## config.mk

```make
export PLATFORM = sky130hd
export DESIGN_NAME = daqTop
export DESIGN_NICKNAME = d
export VERILOG_FILES = /design/src/design/daqPkg.sv /design/src/design/sweepCfgIf.sv /design/src/design/commandInterpreter.sv /design/src/design/sweepController.sv /design/src/design/dataFifo.sv /design/src/design/daqTop.sv
export VERILOG_INCLUDE_DIRS = /design/src /design/src/design
export SDC_FILE = /design/constraint.sdc
export NUM_CORES = 1
export LEC_CHECK = 0
export ABC_CLOCK_PERIOD_IN_PS = 3700
export CAP_MARGIN = 20
export CORE_MARGIN = 8
export CORE_UTILIZATION = 45
export CTS_CLUSTER_SIZE = 28
export DETAILED_ROUTE_END_ITERATION = 6
export DONT_BUFFER_PORTS = 1
export GPL_TIMING_DRIVEN = 0
export MAX_ROUTING_LAYER = met4
export PLACE_DENSITY = 0.58
export SETUP_SLACK_MARGIN = 0.3
export SLEW_MARGIN = 20
export SYNTH_ARGS = -nofsm -noshare
export SYNTH_HDL_FRONTEND = slang
export SYNTH_SLANG_ARGS = --single-unit
```

## constraint.sdc

```tcl
create_clock -name Clk -period 3.7 [get_ports Clk]
set_input_delay 0.37 -clock Clk [delete_from_list [all_inputs] [get_ports Clk]]
set_output_delay 0.37 -clock Clk [all_outputs]
set_load 0.1 [all_outputs]
```

## src/design/daqDefines.svh

```systemverilog
`ifndef DAQ_DEFINES_SVH
`define DAQ_DEFINES_SVH

// Threshold DAC code width
`define DAC_WIDTH 10

// Command and data words
`define WORD_WIDTH 16

// Trigger count width, saturating
`define CNT_WIDTH 16

// Result FIFO depth in words
`define FIFO_DEPTH 16

// Address field of a command word
`define REG_ADDR_WIDTH 4

// Shortest count window in clock cycles, also the reset value
`define WINDOW_MIN 16

`endif

```

## src/design/daqPkg.sv

```systemverilog
`default_nettype none
`include "daqDefines.svh"

package daqPkg;

    typedef logic [`DAC_WIDTH-1:0] dacCodeT;    // One threshold DAC code
    typedef logic [`WORD_WIDTH-1:0] dataWordT;  // Word in or out of a FIFO

    // Address field, top bits of every command word
    typedef enum logic [`REG_ADDR_WIDTH-1:0] {
        DAC0       = 0,
        DAC1       = 1,
        DAC2       = 2,
        START_DAC  = 3,
        END_DAC    = 4,
        WINDOW     = 5,
        DAC_SELECT = 6,
        ACTION     = 15
    } regAddrE;

    typedef enum logic [3:0] {
        SWEEP_START = 1,
        SWEEP_STOP  = 2
    } opcodeE;

    typedef struct packed {
        regAddrE addr;
        logic [`WORD_WIDTH-`REG_ADDR_WIDTH-`DAC_WIDTH-1:0] rsvd;
        dacCodeT value;
    } regWriteT;

    typedef struct packed {
        regAddrE addr;  // ACTION here
        opcodeE opcode;
        logic [`WORD_WIDTH-`REG_ADDR_WIDTH-5:0] rsvd;
    } actionT;

    // Same 16 bits seen as a register write or as an action
    typedef union packed {
        regWriteT wr;
        actionT act;
    } cmdWordU;

endpackage

`default_nettype wire

```

## src/design/sweepCfgIf.sv

```systemverilog
`timescale 1ns/100ps
`default_nettype none

interface sweepCfgIf import daqPkg::*; ();

    dacCodeT startDac;   // First code of the sweep
    dacCodeT endDac;     // Last code, inclusive
    dacCodeT window;     // Count window in cycles
    logic [1:0] dacSel;  // 3 means nothing swept
    logic start;         // One-cycle pulse
    logic stop;          // One-cycle pulse
    logic busy;          // Driven back by the controller

    // Interpreter side
    modport cfg (
        output startDac, endDac, window, dacSel, start, stop
    );

    // Controller side
    modport ctrl (
        input startDac, endDac, window, dacSel, start, stop,
        output busy
    );

endinterface

`default_nettype wire

```

## src/design/commandInterpreter.sv

```systemverilog
`timescale 1ns/100ps
`default_nettype none
`include "daqDefines.svh"

module commandInterpreter import daqPkg::*; (
    input wire Clk,
    input wire rstN,
    input wire cmdEmpty,
    output logic cmdRdEn,
    input wire cmdWordU cmdWord,
    sweepCfgIf.cfg cfg,
    output dacCodeT dac0Reg,
    output dacCodeT dac1Reg,
    output dacCodeT dac2Reg
);

    logic wordValid;     // cmdWord holds a fresh word
    dacCodeT windowVal;  // Window after the lower clamp

    assign windowVal = (cmdWord.wr.value < dacCodeT'(`WINDOW_MIN)) ?
                       dacCodeT'(`WINDOW_MIN) : cmdWord.wr.value;

    //////////////////////////////////////////////////////////////////////
    // Read pacing
    // At most one read every other cycle, so cmdEmpty has settled
    // after the previous pop before the next read is issued
    //////////////////////////////////////////////////////////////////////
    always_ff @(posedge Clk) begin
        if (!rstN) begin
            cmdRdEn <= 1'b0;
            wordValid <= 1'b0;
        end else begin
            cmdRdEn <= ~cmdEmpty & ~cmdRdEn;
            wordValid <= cmdRdEn;  // One-cycle read latency
        end
    end

    //////////////////////////////////////////////////////////////////////
    // Decode and setting registers
    //////////////////////////////////////////////////////////////////////
    always_ff @(posedge Clk) begin
        if (!rstN) begin
            dac0Reg <= '0;
            dac1Reg <= '0;
            dac2Reg <= '0;
            cfg.startDac <= '0;
            cfg.endDac <= '0;
            cfg.window <= dacCodeT'(`WINDOW_MIN);
            cfg.dacSel <= 2'd0;
            cfg.start <= 1'b0;
            cfg.stop <= 1'b0;
        end else begin
            cfg.start <= 1'b0;  // Pulses last one cycle
            cfg.stop <= 1'b0;
            if (wordValid) begin
                if (cmdWord.act.addr == ACTION) begin
                    case (cmdWord.act.opcode)
                        SWEEP_START: cfg.start <= 1'b1;
                        SWEEP_STOP:  cfg.stop <= 1'b1;
                        default: ;  // Unknown opcode dropped
                    endcase
                end else begin
                    case (cmdWord.wr.addr)
                        DAC0:       dac0Reg <= cmdWord.wr.value;
                        DAC1:       dac1Reg <= cmdWord.wr.value;
                        DAC2:       dac2Reg <= cmdWord.wr.value;
                        START_DAC:  cfg.startDac <= cmdWord.wr.value;
                        END_DAC:    cfg.endDac <= cmdWord.wr.value;
                        WINDOW:     cfg.window <= windowVal;
                        DAC_SELECT: cfg.dacSel <= cmdWord.wr.value[1:0];
                        default: ;  // Unknown address dropped
                    endcase
                end
            end
        end
    end

    // Registered read enable must only rise over a non-empty FIFO
    assert property (@(posedge Clk) disable iff (!rstN) $rose(cmdRdEn) |-> !cmdEmpty)
        else $error("cmdRdEn rose while command FIFO empty");

endmodule

`default_nettype wire

```

## src/design/sweepController.sv

```systemverilog
`timescale 1ns/100ps
`default_nettype none
`include "daqDefines.svh"

module sweepController import daqPkg::*; (
    input wire Clk,
    input wire rstN,
    sweepCfgIf.ctrl cfg,
    input wire dacCodeT dac0Reg,
    input wire dacCodeT dac1Reg,
    input wire dacCodeT dac2Reg,
    input wire outTrigN,
    output dacCodeT dac0Out,
    output dacCodeT dac1Out,
    output dacCodeT dac2Out,
    output logic sweepDone,
    output logic wrEn,
    output dataWordT wrData,
    input wire full
);

    typedef enum logic [1:0] {IDLE, COUNT, WR_CODE, WR_CNT} stateE;

    stateE state;
    logic [1:0] trigSync;           // Two-flop synchronizer
    logic trigDly;                  // Edge detect
    logic trigFall;
    dacCodeT stepCode;              // Code on the swept DAC
    dacCodeT endCode;
    dacCodeT winLen;
    dacCodeT winCnt;
    logic [1:0] selLat;
    logic [`CNT_WIDTH-1:0] evtCnt;
    logic stopPend;                 // Stopped with a count still owed
    logic stopNow;
    logic nextStep;
    logic stepping;

    //////////////////////////////////////////////////////////////////////
    // Trigger input
    //////////////////////////////////////////////////////////////////////
    always_ff @(posedge Clk) begin
        if (!rstN) begin
            trigSync <= 2'b11;  // Line idles high
            trigDly <= 1'b1;
        end else begin
            trigSync <= {trigSync[0], outTrigN};
            trigDly <= trigSync[1];
        end
    end

    assign trigFall = trigDly & ~trigSync[1];

    assign stopNow = cfg.stop & cfg.busy;
    assign nextStep = (state == WR_CNT) && !full && !stopPend && !stopNow &&
                      (stepCode != endCode);
    assign stepping = cfg.busy && (state != IDLE);

    // Code word goes out first, then the count
    assign wrEn = ((state == WR_CODE) || (state == WR_CNT)) && !full;
    assign wrData = (state == WR_CODE) ? dataWordT'(stepCode) : dataWordT'(evtCnt);

    // Swept DAC shows the step code, the rest follow their registers
    assign dac0Out = (stepping && selLat == 2'd0) ? stepCode : dac0Reg;
    assign dac1Out = (stepping && selLat == 2'd1) ? stepCode : dac1Reg;
    assign dac2Out = (stepping && selLat == 2'd2) ? stepCode : dac2Reg;

    // Settings latched at start
    always_ff @(posedge Clk) begin
        if (state == IDLE && cfg.start) begin
            stepCode <= cfg.startDac;
            endCode <= cfg.endDac;
            winLen <= cfg.window;
            selLat <= cfg.dacSel;
        end else if (nextStep) begin
            stepCode <= stepCode + 1'b1;
        end
    end

    //////////////////////////////////////////////////////////////////////
    // Sweep FSM
    //////////////////////////////////////////////////////////////////////
    always_ff @(posedge Clk) begin
        if (!rstN) begin
            state <= IDLE;
            cfg.busy <= 1'b0;
            sweepDone <= 1'b0;
            stopPend <= 1'b0;
            winCnt <= '0;
            evtCnt <= '0;
        end else if (stopNow) begin
            cfg.busy <= 1'b0;  // No done flag on stop
            if (state == WR_CODE && !full) begin
                state <= WR_CNT;  // Code goes out this cycle, count owed
                stopPend <= 1'b1;
            end else if (state == WR_CNT && full) begin
                stopPend <= 1'b1;  // Hold until the owed count fits
            end else begin
                state <= IDLE;
            end
        end else begin
            case (state)
                IDLE: begin
                    if (cfg.start) begin
                        cfg.busy <= 1'b1;
                        sweepDone <= 1'b0;
                        stopPend <= 1'b0;
                        winCnt <= '0;
                        evtCnt <= '0;
                        if (cfg.startDac <= cfg.endDac)
                            state <= COUNT;
                    end else if (cfg.busy) begin
                        cfg.busy <= 1'b0;  // Empty range ends here
                        sweepDone <= 1'b1;
                    end
                end
                COUNT: begin
                    if (trigFall && evtCnt != '1)
                        evtCnt <= evtCnt + 1'b1;  // Saturates
                    winCnt <= winCnt + 1'b1;
                    if (winCnt == winLen - 1'b1)
                        state <= WR_CODE;
                end
                WR_CODE: begin
                    if (!full)
                        state <= WR_CNT;
                end
                WR_CNT: begin
                    if (nextStep) begin
                        winCnt <= '0;
                        evtCnt <= '0;
                        state <= COUNT;
                    end else if (!full) begin
                        state <= IDLE;
                        stopPend <= 1'b0;
                        if (!stopPend) begin
                            cfg.busy <= 1'b0;  // End code written
                            sweepDone <= 1'b1;
                        end
                    end
                end
                default: state <= IDLE;
            endcase
        end
    end

    // Window counter stays inside the latched window
    assert property (@(posedge Clk) disable iff (!rstN) state == COUNT |-> winCnt < winLen)
        else $error("Window counter ran past the window length");

endmodule

`default_nettype wire

```

## src/design/dataFifo.sv

```systemverilog
`timescale 1ns/100ps
`default_nettype none
`include "daqDefines.svh"

module dataFifo import daqPkg::*; (
    input wire Clk,
    input wire rstN,
    input wire wrEn,
    input wire dataWordT wrData,
    output logic full,
    input wire rdEn,
    output dataWordT rdData,
    output logic empty
);

    localparam int PTR_W = $clog2(`FIFO_DEPTH);

    dataWordT mem [`FIFO_DEPTH];
    logic [PTR_W-1:0] wrPtr;
    logic [PTR_W-1:0] rdPtr;
    logic [PTR_W:0] count;  // Occupancy, 0 to depth
    logic doWr;
    logic doRd;

    assign full = (count == (PTR_W+1)'(`FIFO_DEPTH));
    assign empty = (count == '0);
    assign doWr = wrEn & ~full;
    assign doRd = rdEn & ~empty;

    // Pointers wrap on their own, depth is a power of two
    always_ff @(posedge Clk) begin
        if (!rstN) begin
            wrPtr <= '0;
            rdPtr <= '0;
            count <= '0;
        end else begin
            if (doWr)
                wrPtr <= wrPtr + 1'b1;
            if (doRd)
                rdPtr <= rdPtr + 1'b1;
            case ({doWr, doRd})
                2'b10: count <= count + 1'b1;
                2'b01: count <= count - 1'b1;
                default: ;  // Both or neither
            endcase
        end
    end

    always_ff @(posedge Clk) begin
        if (doWr)
            mem[wrPtr] <= wrData;
        if (doRd)
            rdData <= mem[rdPtr];  // Valid the cycle after rdEn
    end

    // Host side must respect empty
    assert property (@(posedge Clk) disable iff (!rstN) rdEn |-> !empty)
        else $error("Read from empty result FIFO");

endmodule

`default_nettype wire

```

## src/design/daqTop.sv

```systemverilog
`timescale 1ns/100ps
`default_nettype none

module daqTop import daqPkg::*; (
    input wire Clk,
    input wire rstN,
    // Command FIFO
    input wire cmdEmpty,
    input wire dataWordT cmdWord,
    output wire cmdRdEn,
    // ASIC trigger, async and active low
    input wire outTrigN,
    // Threshold DACs
    output wire dacCodeT dac0Out,
    output wire dacCodeT dac1Out,
    output wire dacCodeT dac2Out,
    // Status
    output wire sweepBusy,
    output wire sweepDone,
    // Result FIFO, host reads
    input wire dataRdEn,
    output wire dataEmpty,
    output wire dataWordT dataOut
);

    wire dacCodeT dac0Reg;
    wire dacCodeT dac1Reg;
    wire dacCodeT dac2Reg;
    wire fifoWrEn;
    wire dataWordT fifoWrData;
    wire fifoFull;

    sweepCfgIf cfgBus ();

    assign sweepBusy = cfgBus.busy;

    commandInterpreter u_cmd (
        .Clk(Clk),
        .rstN(rstN),
        .cmdEmpty(cmdEmpty),
        .cmdRdEn(cmdRdEn),
        .cmdWord(cmdWord),
        .cfg(cfgBus.cfg),
        .dac0Reg(dac0Reg),
        .dac1Reg(dac1Reg),
        .dac2Reg(dac2Reg)
    );

    sweepController u_sweep (
        .Clk(Clk),
        .rstN(rstN),
        .cfg(cfgBus.ctrl),
        .dac0Reg(dac0Reg),
        .dac1Reg(dac1Reg),
        .dac2Reg(dac2Reg),
        .outTrigN(outTrigN),
        .dac0Out(dac0Out),
        .dac1Out(dac1Out),
        .dac2Out(dac2Out),
        .sweepDone(sweepDone),
        .wrEn(fifoWrEn),
        .wrData(fifoWrData),
        .full(fifoFull)
    );

    dataFifo u_fifo (
        .Clk(Clk),
        .rstN(rstN),
        .wrEn(fifoWrEn),
        .wrData(fifoWrData),
        .full(fifoFull),
        .rdEn(dataRdEn),
        .rdData(dataOut),
        .empty(dataEmpty)
    );

endmodule

`default_nettype wire

```

==> impl_metrics.tcl <==
set metrics [dict create \
    status "completed" \
    firstDrtPassIters 5 \
    grt_overflow_total 0 \
    die_x_microns 213 \
    whs_ns 0.0572 \
    slew_violations 0 \
    power.total_mw 9.26 \
    fillers 3310 \
    cts_buffers 45 \
    start_util 0.454 \
    ys_types 61 \
    hpwl_microns 27600 \
    p_per_area_mw_per_mm2 462 \
    yosysSeqAreaShare 0.651 \
    start_kind "register" \
    portBuffers 0 \
    critPathArrivalTime_ns 2.91 \
    p_leak_nw 7.40 \
    ys_ff_latch 417 \
    p_seq_frac 0.536 \
    yosys_warnings 0 \
    htree_levels 2 \
    grt_max_degree 24 \
    vias 9815 \
    insertion_delay_ns 0.58 \
    worstPathRequired_ns 3.33 \
    clockBufferDepth 3 \
    cp-end-kind "primary output" \
    grt_pass1_wl_microns 62700 \
    slew_headroom 0.252 \
    synth-main-ff-cell "edfxtp_1" \
    setup_tns_ns 0 \
    core_area_sq_mm 0.0386 \
    seqCellArea_sq_mm 0.0114 \
    antenna_found_initial 0 \
    die_h_microns 213 \
    hold_path.class "input port to register" \
    fmax_ghz 0.305 \
    rsz0062_at_grt "yes" \
    synth_nets 1211 \
    p_clk_frac 0.454 \
    crit_path_max_fanout 10 \
    drt-wirelength-per-cell_microns 23.4 \
    nets 1287 \
    synthCells 1162 \
    multiInputGateArea_sq_mm 0.00588 \
    tightest_slew_ns 1.12 \
    swShare 0.204 \
    drtIter0Drc 598 \
    p_comb_frac 0.010 \
    path_clk_slew_ns 0.06 \
    ant_nets 0 \
    peakVddDrop_mv 0.375 \
    viasPerCell 5.48 \
    grt_usage 0.192 \
    clock_sinks 417 \
    wl_microns 41800 \
    path_buf_inv 2 \
    setup_viol 0 \
    drv_cap 0 \
    critPathTopFamily "multiplexers" \
    final_cell_mix "304 x edfxtp_1, 124 x nor2_1, 112 x dfxtp_1" \
    area_delta_synth_final_pct 14.7 \
    max_stage_delay_ns 0.64 \
    rows 72 \
    cp_slowest_cell "mux2_2" \
    clock_skew_ns 0.0295 \
    crit_chain "inv_1 -> ha_1 -> nor4b_1 -> clkbuf_1 -> mux2_2" \
    clockRootBuffer "clkbuf_16" \
    grt_pass1_vias 9943 \
    min_period_over_period 0.886 \
    intPower_mw 7.38 \
    drc 0 \
    hold_viol 0 \
    final_layout_size_suffix_gt1_frac 0.208 \
    min_period_ns 3.28 \
    syn_area_per_cell_sq_um 15.1 \
    syn_area_sq_mm 0.0175 \
    netSwitchingPower_mw 1.89 \
    critPathKind "register to primary output" \
    die-area_sq_mm 0.0454 \
    routabilityCongestion 0.823 \
    cts_tree "yes" \
    final_common_cell "edfxtp_1" \
    antenna_cells 0 \
    synthArstFlopShare 0 \
    synth-edff-count 304 \
    num_io_pins 71 \
]
[through the flow]
step           setup WS, ns  utilization  std cells  cell area, sq um
6_report              0.423        0.521       1791             20100
4_1_cts               0.121        0.519       1788             20000
2_1_floorplan         0.434            -       1162             17500
5_1_grt               0.178        0.521       1791             20100
3_5_place_dp         -0.220        0.480       1696             18500
3_3_place_gp          -1.24        0.471       1680             18100
[area by class of cell]
class	count	area share
clock buffers	57	0.0625
flip-flops and latches	417	0.568
multi-input cells	655	0.293
repair buffers	29	0.0185
inverters	30	0.00561
clock inverters	25	0.00704
well taps	518	0.0323
plain buffers	60	0.0133
[registers in the layout (all words and copies together) (netlist names), 5 cells and up]
signal / cells
u_cmd.cfg.endDac: 10
u_sweep.stepCode: 10
u_cmd.dac2Reg: 10
u_sweep.winCnt: 10
u_cmd.dac0Reg: 10
u_sweep.endCode: 10
u_fifo.rdData: 16
u_cmd.dac1Reg: 10
u_sweep.evtCnt: 16
u_cmd.cfg.startDac: 10
u_fifo.mem: 256
u_cmd.cfg.window: 10
u_fifo.count: 5
u_sweep.winLen: 10
[power groups by stage]
stage / logic (mW) / clock network (mW) / registers [mW]
floorplan: 0.0507 / 0 / 5.06
global placement: 0.0741 / 0 / 5.06
detailed placement: 0.0745 / 0 / 5.06
CTS: 0.0968 / 4.32 / 4.96
global route: 0.103 / 4.49 / 4.96
finish: 0.0957 / 4.21 / 4.96
[per-layer routing]
layer  track usage  up-vias  routed length, microns  part of all wire
li1              -     4549                       -                 -
met1         0.233     4971                   17500              0.42
met2         0.327      242                   21400              0.51
met3        0.0346       53                    2060             0.049
met4        0.0539        0                     814             0.019
met5             -        -                       0                 0
[logic make-up after synthesis]
kind of cell | after synthesis | share of synthesized area
xor gates and xnor gates | 58 | 0.0290
muxes | 178 | 0.162
adders and majority gates | 28 | 0.0205
and+or+nand+nor | 309 | 0.0842
DFF | 417 | 0.651
buffers and inverters | 90 | 0.0207
AOI/OAI and AO/OA | 82 | 0.0325
[timing repair]
action | CTS | global route
setup endpoints to repair | 44 | 79
hold buffers | 10 | 0
gates cloned | 0 | 1
endpoints found under the hold margin | 52 | 0
resized for setup | 5 | 16
pin swaps | 0 | 1
buffers inserted | 0 | 1
[worst paths after layout]
check	slack, ns	start	cells past startpoint	endpoint
worst max-delay path	0.42	u_sweep.state[0]$_SDFFE_PN0P_	5	dac0Out[6]
worst max register to register	0.48	u_fifo.count[1]$_SDFFE_PN0P_	13	u_fifo.count[4]$_SDFFE_PN0P_
worst min-delay path	0.06	cmdWord[11]	2	u_cmd.cfg.stop$_SDFF_PN0_
worst min register to register	0.41	u_sweep.trigSync[0]$_SDFF_PN1_	1	u_sweep.trigSync[1]$_SDFF_PN1_
[cell usage after synthesis, types with 3 or more instances]
| cell | number | area (sq um) |
|---|---|---|
| buf_2 | 13 | 65.1 |
| nand2b_1 | 6 | 37.5 |
| nand3_1 | 15 | 75.1 |
| nand4_1 | 15 | 93.8 |
| mux2_2 | 41 | 462 |
| nor4b_1 | 4 | 35.0 |
| mux2i_1 | 57 | 571 |
| nor2b_1 | 11 | 68.8 |
| xor2_1 | 25 | 219 |
| inv_1 | 30 | 113 |
| or4_1 | 5 | 37.5 |
| o22ai_1 | 6 | 37.5 |
| o21ai_0 | 9 | 45.0 |
| o31ai_1 | 5 | 37.5 |
| dfxtp_1 | 113 | 2260 |
| nand2_1 | 58 | 218 |
| clkbuf_1 | 34 | 128 |
| nand2_2 | 3 | 18.8 |
| nor2_1 | 137 | 514 |
| and2_1 | 7 | 43.8 |
| xnor2_1 | 33 | 289 |
| nor3_1 | 14 | 70.1 |
| nor4_1 | 5 | 31.3 |
| a22oi_1 | 5 | 37.5 |
| mux4_2 | 80 | 1800 |
| ha_1 | 27 | 338 |
| or3_1 | 6 | 37.5 |
| edfxtp_1 | 304 | 9130 |
| a21oi_1 | 34 | 170 |
| nor3b_1 | 5 | 37.5 |
| and3_1 | 6 | 37.5 |
| buf_1 | 11 | 41.3 |
Power figures use the tool's default switching activity.
